==> src/rtl/dcache_defines.svh <==
`ifndef DCACHE_DEFINES_SVH
`define DCACHE_DEFINES_SVH

// geometry
`define DC_INDEX_BITS   4
`define DC_OFFSET_BITS  4
`define DC_TAG_BITS     24
`define DC_LINE_WORDS   4

// access size codes
`define DC_SIZE_BYTE    2'd0
`define DC_SIZE_HALF    2'd1
`define DC_SIZE_WORD    2'd2

// exception codes
`define DC_EXC_NONE     7'h00
`define DC_EXC_ALE      7'h09

`endif

==> src/rtl/dcache_pkg.sv <==
`include "dcache_defines.svh"

package dcache_pkg;

    typedef logic [31:0]                word_t;
    typedef logic [`DC_TAG_BITS-1:0]    cache_tag_t;
    typedef logic [`DC_INDEX_BITS-1:0]  cache_index_t;
    typedef logic [1:0]                 word_sel_t;
    typedef logic [3:0]                 byte_en_t;
    typedef logic [1:0]                 acc_size_t;
    typedef logic [6:0]                 exc_code_t;

    // controller states
    typedef enum logic [2:0] {
        IDLE,
        LOOKUP,
        WB_REQ,
        WB_DATA,
        WB_RESP,
        RD_REQ,
        REFILL
    } cache_state_e;

endpackage

==> src/rtl/dcache_ctrl.sv <==
`timescale 1ns/1ps
`include "dcache_defines.svh"

module dcache_ctrl
    import dcache_pkg::*;
(
    input  logic      clk,
    input  logic      reset,
    input  logic      req_valid,
    input  logic      req_op,
    input  word_t     req_addr,
    input  word_t     req_wdata,
    input  byte_en_t  req_byte_en,
    input  exc_code_t req_exc,
    output logic      cache_ready,
    output logic      done,
    output word_t     hit_word,
    output logic      rd_req,
    output word_t     rd_addr,
    input  logic      rd_rdy,
    input  logic      ret_valid,
    input  logic      ret_last,
    input  word_t     ret_data,
    output logic      wr_req,
    output word_t     wr_addr,
    input  logic      wr_rdy,
    output logic      wr_valid,
    output logic      wr_last,
    output word_t     wr_data,
    input  logic      b_valid
);

    localparam int SETS = 1 << `DC_INDEX_BITS;
    localparam word_sel_t LAST_BEAT = word_sel_t'(`DC_LINE_WORDS - 1);

    cache_state_e    state, state_next;
    cache_tag_t      tag_arr [SETS];
    logic [SETS-1:0] valid_arr;
    logic [SETS-1:0] dirty_arr;
    word_t           data_arr [SETS][`DC_LINE_WORDS];
    word_t           line_buf [`DC_LINE_WORDS];
    word_sel_t       beat_cnt;

    cache_tag_t   req_tag;
    cache_index_t req_idx;
    word_sel_t    req_word;
    word_t        cur_word;
    logic         lookup, hit, exc_req, store_hit, refill_end;

    assign req_tag  = req_addr[31 -: `DC_TAG_BITS];
    assign req_idx  = req_addr[`DC_OFFSET_BITS +: `DC_INDEX_BITS];
    assign req_word = req_addr[`DC_OFFSET_BITS-1 -: 2];

    // first lookup happens in the cycle after acceptance, still in IDLE
    assign lookup     = (state == IDLE && req_valid) || state == LOOKUP;
    assign exc_req    = req_exc != `DC_EXC_NONE;
    assign hit        = valid_arr[req_idx] && tag_arr[req_idx] == req_tag;
    assign done       = lookup && (exc_req || hit);
    assign store_hit  = done && !exc_req && req_op;
    assign refill_end = state == REFILL && ret_valid && ret_last;

    assign cache_ready = state == IDLE && !req_valid;

    // store merge under byte enables
    assign cur_word = data_arr[req_idx][req_word];
    always_comb begin
        for (int b = 0; b < 4; b++) begin
            hit_word[8*b +: 8] = (req_op && req_byte_en[b]) ? req_wdata[8*b +: 8]
                                                            : cur_word[8*b +: 8];
        end
    end

    always_comb begin
        state_next = state;
        case (state)
            IDLE, LOOKUP: begin
                if (lookup) begin
                    if (done)
                        state_next = IDLE;
                    else if (valid_arr[req_idx] && dirty_arr[req_idx])
                        state_next = WB_REQ;
                    else
                        state_next = RD_REQ;
                end
            end
            WB_REQ:  if (wr_rdy) state_next = WB_DATA;
            WB_DATA: if (beat_cnt == LAST_BEAT) state_next = WB_RESP;
            WB_RESP: if (b_valid) state_next = RD_REQ;
            RD_REQ:  if (rd_rdy) state_next = REFILL;
            REFILL:  if (refill_end) state_next = LOOKUP;
            default: state_next = IDLE;
        endcase
    end

    always_ff @(posedge clk) begin
        if (reset) begin
            state    <= IDLE;
            beat_cnt <= '0;
        end else begin
            state <= state_next;
            if (wr_valid || (state == REFILL && ret_valid))
                beat_cnt <= beat_cnt + 1'b1;
        end
    end

    // memory side, line aligned
    assign rd_req   = state == RD_REQ;
    assign rd_addr  = {req_tag, req_idx, {`DC_OFFSET_BITS{1'b0}}};
    assign wr_req   = state == WB_REQ;
    assign wr_addr  = {tag_arr[req_idx], req_idx, {`DC_OFFSET_BITS{1'b0}}};
    assign wr_valid = state == WB_DATA;
    assign wr_last  = wr_valid && beat_cnt == LAST_BEAT;
    assign wr_data  = data_arr[req_idx][beat_cnt];

    always_ff @(posedge clk) begin
        if (reset) begin
            valid_arr <= '0;
            dirty_arr <= '0;
        end else if (store_hit) begin
            dirty_arr[req_idx] <= 1'b1;
        end else if (refill_end) begin
            valid_arr[req_idx] <= 1'b1;
            dirty_arr[req_idx] <= 1'b0;
        end
    end

    always_ff @(posedge clk) begin
        if (store_hit)
            data_arr[req_idx][req_word] <= hit_word;
        if (state == REFILL && ret_valid)
            line_buf[beat_cnt] <= ret_data;
        // last beat goes straight in with the buffered ones
        if (refill_end) begin
            tag_arr[req_idx] <= req_tag;
            for (int w = 0; w < `DC_LINE_WORDS; w++) begin
                data_arr[req_idx][w] <= (word_sel_t'(w) == beat_cnt) ? ret_data : line_buf[w];
            end
        end
    end

endmodule

==> src/rtl/dcache_load_align.sv <==
`timescale 1ns/1ps
`include "dcache_defines.svh"

module dcache_load_align
    import dcache_pkg::*;
(
    input  logic      clk,
    input  logic      reset,
    input  logic      done,
    input  word_t     hit_word,
    input  logic      req_op,
    input  acc_size_t req_size,
    input  logic      req_signed,
    input  logic [1:0] req_addr,
    input  exc_code_t req_exc,
    output logic      data_valid,
    output word_t     rdata,
    output exc_code_t exception
);

    word_t shifted;
    word_t load_data;

    assign shifted = hit_word >> {req_addr, 3'b000};

    always_comb begin
        case (req_size)
            `DC_SIZE_BYTE: load_data = {{24{req_signed & shifted[7]}}, shifted[7:0]};
            `DC_SIZE_HALF: load_data = {{16{req_signed & shifted[15]}}, shifted[15:0]};
            default:       load_data = hit_word;
        endcase
        // stores and faulting requests return zero
        if (req_op || req_exc != `DC_EXC_NONE)
            load_data = '0;
    end

    always_ff @(posedge clk) begin
        if (reset)
            data_valid <= 1'b0;
        else
            data_valid <= done;
    end

    // output buffer
    always_ff @(posedge clk) begin
        rdata     <= done ? load_data : '0;
        exception <= done ? req_exc : `DC_EXC_NONE;
    end

endmodule

==> src/rtl/dcache_req_decode.sv <==
`timescale 1ns/1ps
`include "dcache_defines.svh"

module dcache_req_decode
    import dcache_pkg::*;
(
    input  logic      clk,
    input  logic      reset,
    input  logic      valid,
    input  logic      op,
    input  acc_size_t size,
    input  logic      signed_ext,
    input  word_t     addr,
    input  word_t     wdata,
    input  logic      cache_ready,
    output logic      req_valid,
    output logic      req_op,
    output acc_size_t req_size,
    output logic      req_signed,
    output word_t     req_addr,
    output word_t     req_wdata,
    output byte_en_t  req_byte_en,
    output exc_code_t req_exc
);

    logic      accept;
    byte_en_t  byte_en;
    word_t     lane_data;
    exc_code_t exc;

    assign accept = valid && cache_ready;

    // byte enables, lane replication and alignment check
    always_comb begin
        case (size)
            `DC_SIZE_BYTE: begin
                byte_en   = 4'b0001 << addr[1:0];
                lane_data = {4{wdata[7:0]}};
                exc       = `DC_EXC_NONE;
            end
            `DC_SIZE_HALF: begin
                byte_en   = addr[1] ? 4'b1100 : 4'b0011;
                lane_data = {2{wdata[15:0]}};
                exc       = addr[0] ? `DC_EXC_ALE : `DC_EXC_NONE;
            end
            default: begin
                byte_en   = 4'b1111;
                lane_data = wdata;
                exc       = (addr[1:0] != 2'b00) ? `DC_EXC_ALE : `DC_EXC_NONE;
            end
        endcase
    end

    always_ff @(posedge clk) begin
        if (reset) begin
            req_valid <= 1'b0;
        end else begin
            req_valid <= accept;
        end
    end

    // request buffer, held until the next acceptance
    always_ff @(posedge clk) begin
        if (accept) begin
            req_op      <= op;
            req_size    <= size;
            req_signed  <= signed_ext;
            req_addr    <= addr;
            req_wdata   <= lane_data;
            req_byte_en <= byte_en;
            req_exc     <= exc;
        end
    end

endmodule

==> src/rtl/dcache_top.sv <==
`timescale 1ns/1ps

module dcache_top
    import dcache_pkg::*;
(
    input  logic      clk,
    input  logic      reset,
    // cpu side
    input  logic      valid,
    input  logic      op,
    input  acc_size_t size,
    input  logic      signed_ext,
    input  word_t     addr,
    input  word_t     wdata,
    output logic      cache_ready,
    output logic      data_valid,
    output word_t     rdata,
    output exc_code_t exception,
    // memory read
    output logic      rd_req,
    output word_t     rd_addr,
    input  logic      rd_rdy,
    input  logic      ret_valid,
    input  logic      ret_last,
    input  word_t     ret_data,
    // memory write
    output logic      wr_req,
    output word_t     wr_addr,
    input  logic      wr_rdy,
    output logic      wr_valid,
    output logic      wr_last,
    output word_t     wr_data,
    input  logic      b_valid
);

    logic      req_valid, req_op, req_signed, done;
    acc_size_t req_size;
    word_t     req_addr, req_wdata, hit_word;
    byte_en_t  req_byte_en;
    exc_code_t req_exc;

    dcache_req_decode u_decode (
        .clk(clk), .reset(reset), .valid(valid), .op(op), .size(size),
        .signed_ext(signed_ext), .addr(addr), .wdata(wdata), .cache_ready(cache_ready),
        .req_valid(req_valid), .req_op(req_op), .req_size(req_size),
        .req_signed(req_signed), .req_addr(req_addr), .req_wdata(req_wdata),
        .req_byte_en(req_byte_en), .req_exc(req_exc)
    );

    dcache_ctrl u_ctrl (
        .clk(clk), .reset(reset), .req_valid(req_valid), .req_op(req_op),
        .req_addr(req_addr), .req_wdata(req_wdata), .req_byte_en(req_byte_en),
        .req_exc(req_exc), .cache_ready(cache_ready), .done(done), .hit_word(hit_word),
        .rd_req(rd_req), .rd_addr(rd_addr), .rd_rdy(rd_rdy), .ret_valid(ret_valid),
        .ret_last(ret_last), .ret_data(ret_data), .wr_req(wr_req), .wr_addr(wr_addr),
        .wr_rdy(wr_rdy), .wr_valid(wr_valid), .wr_last(wr_last), .wr_data(wr_data),
        .b_valid(b_valid)
    );

    dcache_load_align u_result (
        .clk(clk), .reset(reset), .done(done), .hit_word(hit_word), .req_op(req_op),
        .req_size(req_size), .req_signed(req_signed), .req_addr(req_addr[1:0]),
        .req_exc(req_exc), .data_valid(data_valid), .rdata(rdata), .exception(exception)
    );

endmodule

==> config.mk <==
export PLATFORM = sky130hd
export DESIGN_NAME = dcache_top
export DESIGN_NICKNAME = d
export VERILOG_FILES = /design/src/rtl/dcache_pkg.sv /design/src/rtl/dcache_ctrl.sv /design/src/rtl/dcache_load_align.sv /design/src/rtl/dcache_req_decode.sv /design/src/rtl/dcache_top.sv
export VERILOG_INCLUDE_DIRS = /design/src /design/src/rtl
export SDC_FILE = /design/constraint.sdc
export NUM_CORES = 2
export LEC_CHECK = 0
export ABC_CLOCK_PERIOD_IN_PS = 13550
export BUFFER_PORTS_ARGS = -buffer_cell sky130_fd_sc_hd__buf_2
export CAP_MARGIN = 20
export CORE_MARGIN = 3
export CORE_UTILIZATION = 50
export DETAILED_ROUTE_END_ITERATION = 12
export PLACE_DENSITY = 0.7
export SYNTH_ARGS = -nofsm -noshare
export SYNTH_HDL_FRONTEND = slang
export SYNTH_HIERARCHICAL = 1
export SYNTH_SLANG_ARGS = --single-unit
==> constraint.sdc <==
create_clock -name clk -period 13.55 [get_ports clk]
set_input_delay 1.355 -clock clk [delete_from_list [all_inputs] [get_ports clk]]
set_output_delay 1.355 -clock clk [all_outputs]
set_load 0.02 [all_outputs]
-- Yosys cells after proc, flatten, opt, wreduce, memory -nomap -nowiden
Memories as Yosys holds them, arrays and structs flattened. A register that Yosys moved wholly into a read port is not among the register bits.
Index checks and enable logic that the tools add are counted.
Widths: inputs -> output; s select.
- add/subtract/negate cells: 1
- multiply operators: 0
- div/mod/pow operators: 0
- magnitude comparators: 5
- equal/unequal tests: 19
- shifts and indexed selects: 2
- muxes and demuxes: 176
- bitwise logic cells: 138
- reductions and logical operators: 34
- operators with widths (cell ; number):
    $mux 32 ; 9
    $mux 1 ; 136
    $bmux 32 s2 ; 2
    $mux 128 ; 1
    $or 1x1->1 ; 128
    $pmux 32 s2 ; 2
    $demux 32 s2 ; 1
    $mux 16 ; 2
    $mux 8 ; 4
    $or 16x16->16 ; 2
    $shr 32x5->16 ; 1
    $eq 24x24->1 ; 1
    $mux 3 ; 8
    $mux 4 ; 5
    $pmux 3 s6 ; 1
    $logic_and 1x1->1 ; 17
    $and 16x16->16 ; 1
    $not 16->16 ; 1
    $pmux 7 s2 ; 1
    $eq 3x3->1 const B ; 3
    $bmux 1 s4 ; 2
    $ne 2x1->1 const B ; 4
    $pmux 4 s2 ; 1
    $reduce_bool 7->1 ; 1
    other kinds (25) ; 41
- register bits after elaboration: 157
- bits in latches: 0
- memory bits (writable): 2560
- bits in read-only memories: 0
- bits of input ports: 108
- output and inout bits: 141
- word-level logic and storage cells: 393
- memories: 3
- memories (memory ; depth ; width ; read ports ; clocked after Yosys merged registers in ; wr ports ; line ; source):
    u_ctrl.data_arr ; 16 ; 128 ; 1 ; 1 ; 1 ; dcache_ctrl.sv:40 ; word_t data_arr [SETS][`DC_LINE_WORDS];
    u_ctrl.tag_arr ; 16 ; 24 ; 1 ; 1 ; 1 ; dcache_ctrl.sv:37 ; cache_tag_t tag_arr [SETS];
    u_ctrl.line_buf ; 4 ; 32 ; 4 ; 0 ; 1 ; dcache_ctrl.sv:41 ; word_t line_buf [`DC_LINE_WORDS];

-- Depth between registers and ports, before layout
- depth in word-level cells: 10
- gate-level depth with buffers: 17
- gate-level depth less buffers: 10

-- By module
Netlist, hierarchy kept.
- modules (own cells, without submodules) (module ; times used ; cells each ; area an instance (um^2) ; seq. area each (um^2)):
    dcache_ctrl ; 1 ; 4629 ; 103429.2 ; 77614.4
    dcache_req_decode ; 1 ; 138 ; 2735.1 ; 2212.1
    dcache_load_align ; 1 ; 165 ; 1584.0 ; 800.8

-- Worst setup path before layout
No wires, ideal clock.
- kind: reg-to-reg
- from: register u_decode.req_addr[4]
- to: memory u_ctrl/data_arr[11][0] (netlist name) (enable)
- setup time: 0.421 ns
- data arrival time: 4.475 ns
- setup slack: 8.654 ns
- cell stages (with the launch flop): 17
- path buffers: 7
- clock period less this slack: 4.896 ns
- cell sequence: edfxtp_1 > buf_6 > buf_6 > buf_6 > buf_4 > buf_2 > buf_2 > mux2i_1 > o22ai_1 > nand3b_1 > o2111ai_1 > nor4_1 > and4_1 > nand3_2 > o31a_4 > buf_6 > nor2_1
- cells in the longest elaborated chain, start to end: 10
- ends and longest elaborated chain (what ; line ; source):
    from (decl) ; dcache_req_decode.sv:20 ; output word_t req_addr,
    from (signal assigned) ; dcache_req_decode.sv:68 ; req_addr <= addr;
    $bmux 1 s4 ; dcache_ctrl.sv:57 ; assign hit = valid_arr[req_idx] && tag_arr[req_idx] == req_tag;
    $mux 1 (not written as such) ; dcache_ctrl.sv:57 ;
    $logic_and 1x1->1 ; dcache_ctrl.sv:57 ;
    $logic_or 1x1->1 ; dcache_ctrl.sv:58 ; assign done = lookup && (exc_req || hit);
    $logic_and 1x1->1 ; dcache_ctrl.sv:58 ;
    $logic_and 1x1->1 (2 in a row) ; dcache_ctrl.sv:59 ; assign store_hit = done && !exc_req && req_op;
    $mux 1 ; dcache_ctrl.sv:128 ; if (store_hit)
    $mux 128 (not written as such) ; dcache_ctrl.sv:129 ; data_arr[req_idx][req_word] <= hit_word;
    $or 1x1->1 (no line) ; n/a ;
    to (decl) ; dcache_ctrl.sv:40 ;
Parallel ways exist; a longest one is shown, timed or not. The select of a mux whose other input is x is not followed.

==> results.yml <==
cts:
  cts.clk_slew.worst_paths_ps: 60
  cts.sinks: 2711
  cts_tree: "yes"
  postCtsSetupRepairBufs: 0
  cts.path.max_buffers: 4
  cts_inserted_buffers: 291
  clockRootBuffer: "clkbuf_16"
  h-tree-depth: 5
  post_cts_resized: 0
  postCtsHoldBufs: 0
  insertion_delay_ps: 950
critical_path:
  path_cells: "buf_4, buf_12, buf_4, mux4_2, mux4_2, mux4_2, buf_2"
  crit_path_end_kind: "output port"
  crit_slowest_cell: "buf_4"
  worstSetupStartpointType: "flop"
  crit_path_max_fanout: 143
  cp_common_cell: "mux4_2"
  critPathArrivalTime_ps: 6400
  cp.required_ps: 12190
  slowest_delay_ps: 860
  path_class: "reg -> out"
floorplan:
  dieArea_mm2: 0.221
  die_w_um: 470
  die_y_um: 470
  ios: 249
  rows: 169
  core_area_mm2: 0.213
  start_util: 0.506
place:
  placed_cell_area_mm2: 0.113
  hpwl_um: 183000
  gp_congestion: 0.913
  portBuffers: 240
route:
  firstDrtPassIters: 6
  antenna_left: 0
  wire_per_inst_um: 37.7
  drt_iter0_markers: 8960
  routed_wl_um: 317000
  via_count: 56500
  drc_errors: 0
  via_per_inst: 6.72
sta:
  skew_ps: 80.0
  worst_slew_margin_rel: 0.212
  period_share: 0.572
  setup_viol: 0
  hold_violations: 0
  slew_viol_final: 0
  grt_setup_unrepaired: "false"
  whs_ps: 469
  tightest_slew_ps: 1180
  fmax_ghz: 0.129
  setup_tns_ps: 0
  period_minus_slack_ps: 7750
cells_and_area:
  fillers: 15400
  final_util: 0.573
  drive_gt1_frac: 0.325
  design_area_mm2: 0.122
  final_cell_mix: "edfxtp_1, mux4_2, clkbuf_16"
  final_common_cell: "edfxtp_1"
  area_growth_syn_to_layout_pct: 13.4
  nNetsFinal: 5482
global_route:
  grt_usage: 0.286
  grt_remaining_overflow: 0
  grt_first_pass_wirelength_um: 439000
  grt_max_degree: 144
  grt_pass1_vias: 54700
  antenna_found_initial: 38
logic_synthesis:
  synthAdderAreaFrac: 0.000464
  syn_area_mm2: 0.108
  synth.avg_cell_area_um2: 21.8
  synth_cell_type_count: 83
  netlist_instances: 4932
  synth-compound-area-share: 0.0208
  synth_xor_area_frac: 0.00211
  dominantRegCellSynth: "edfxtp_1"
  yosys_warnings: 6
  synth-simple-area-share: 0.0178
  muxShareOfSynthArea: 0.194
  yosysSeqAreaShare: 0.748
  yosys_register_bits: 2711
  synth_edf_count: 2633
  synth_top_family_by_area: "multiplexers"
  synthArstFlopShare: 0
run_status:
  status: "completed"
run:
  cap_violations: 0
power_and_ir_drop:
  power.density_mw_per_mm2: 203
  peakVddDrop_uv: 146
  total_power_mw: 24.8
  leakage_nw: 38.8
min_path:
  hold_class: "reg -> reg"
-- Yosys cell counts, types with 9 or more instances --
master,count,share of area
buf_6,18,0.0019
mux2_2,61,0.0064
o21ai_0,16,0.00074
nand3_1,16,0.00074
nand2b_1,23,0.0013
buf_4,56,0.0039
inv_1,22,0.00077
nand2_1,80,0.0028
and2_1,18,0.0010
or3_1,9,0.00052
o2bb2ai_1,9,0.00073
buf_2,70,0.0033
mux2i_1,239,0.022
a21oi_1,181,0.0084
o32ai_1,16,0.0013
nor3_1,12,0.00056
mux4_2,790,0.17
o22ai_1,9,0.00052
nor2_1,186,0.0065
dfxtp_1,78,0.014
edfxtp_1,2633,0.73
nor2b_1,15,0.00087
xnor2_1,20,0.0016
buf_1,25,0.00087
a22oi_1,31,0.0022
clkbuf_1,151,0.0053
-- state kept, by name, indices dropped and copies added (netlist names), named ones only --
name / cells
u_decode/req_op: 1
u_ctrl/valid_arr: 16
u_decode/req_addr: 32
u_ctrl/line_buf: 128
u_ctrl/beat_cnt: 2
u_decode/req_valid: 1
u_ctrl/tag_arr: 384
u_ctrl/data_arr: 2048
u_decode/req_size: 2
u_decode/req_wdata: 32
u_result/data_valid: 1
u_decode/req_signed: 1
u_result/rdata: 32
u_decode/req_byte_en: 4
u_ctrl/state: 3
u_decode/req_exc: 1
u_result/exception: 7
-- where the power goes --
group / leakage (nW) / switching [mW] / internal [mW]
Combinational: 10.2 / 4.17 / 2.10
Sequential: 24.3 / 0.199 / 10.9
Clock: 4.29 / 3.13 / 4.35
Total: 38.8 / 7.49 / 17.3
-- critical path: cells and delay by family (launching register included) --
family	cells	cell delay (ps)
flip-flops	1	760
buffers and inverters	4	2540
multiplexers	3	1670
-- per-stage QoR --
step           cells  setup WS [ps]
2_1_floorplan   4943           8650
3_3_place_gp    7825           6780
3_5_place_dp    7841           6790
4_1_cts         8335           5900
5_1_grt         8407           5700
6_report        8414           5800
-- final timing paths --
kind / startpoint / endpoint / slack, ps / cells past startpoint
hold reg to reg: u_ctrl/valid_arr[12] / u_ctrl/valid_arr[12] / 470 / 2
hold / removal: u_ctrl/valid_arr[12] / u_ctrl/valid_arr[12] / 470 / 2
setup reg to reg: u_decode/req_addr[5] / u_ctrl/data_arr[12][112] / 6520 / 10
setup / recovery: u_decode/req_addr[5] / wr_data[11] / 5800 / 7
-- cell families (layout without fill, tap and decap cells) --
| logic type | Yosys count | count (layout) |
|---|---|---|
| AO/OA/AOI/OAI | 341 | 341 |
| adder cells (fa/ha/maj) | 4 | 4 |
| buffers and inverters | 348 | 976 |
| multiplexers | 1091 | 1091 |
| flip-flops | 2711 | 2711 |
| other | 2 | 35 |
| AND/OR/NAND/NOR | 409 | 409 |
| XOR/XNOR | 26 | 26 |
-- routing by layer --
layer  track usage  wire [µm]  share of wire  vias up
met5             0         94        0.00030        -
met4         0.162      22100          0.070       14
met3        0.0763      38700           0.12      834
met2         0.431     146000           0.46     4182
met1         0.381     110000           0.35    29900
li1              -          -              -    21600
-- final cells by class --
| cell class | instances | area (µm²) | share of cell area |
|---|---|---|---|
| inverter | 24 | 90.1 | 0.000737 |
| antenna | 22 | 55.1 | 0.000450 |
| sequential | 2711 | 80600 | 0.660 |
| clock inverter | 115 | 943 | 0.00772 |
| timing repair buffer | 458 | 3060 | 0.0250 |
| tap | 2821 | 3530 | 0.0289 |
| multi-input combinational | 1884 | 26000 | 0.213 |
| clock buffer | 379 | 7890 | 0.0645 |
No activity file was read; power rests on OpenSTA's default activity.
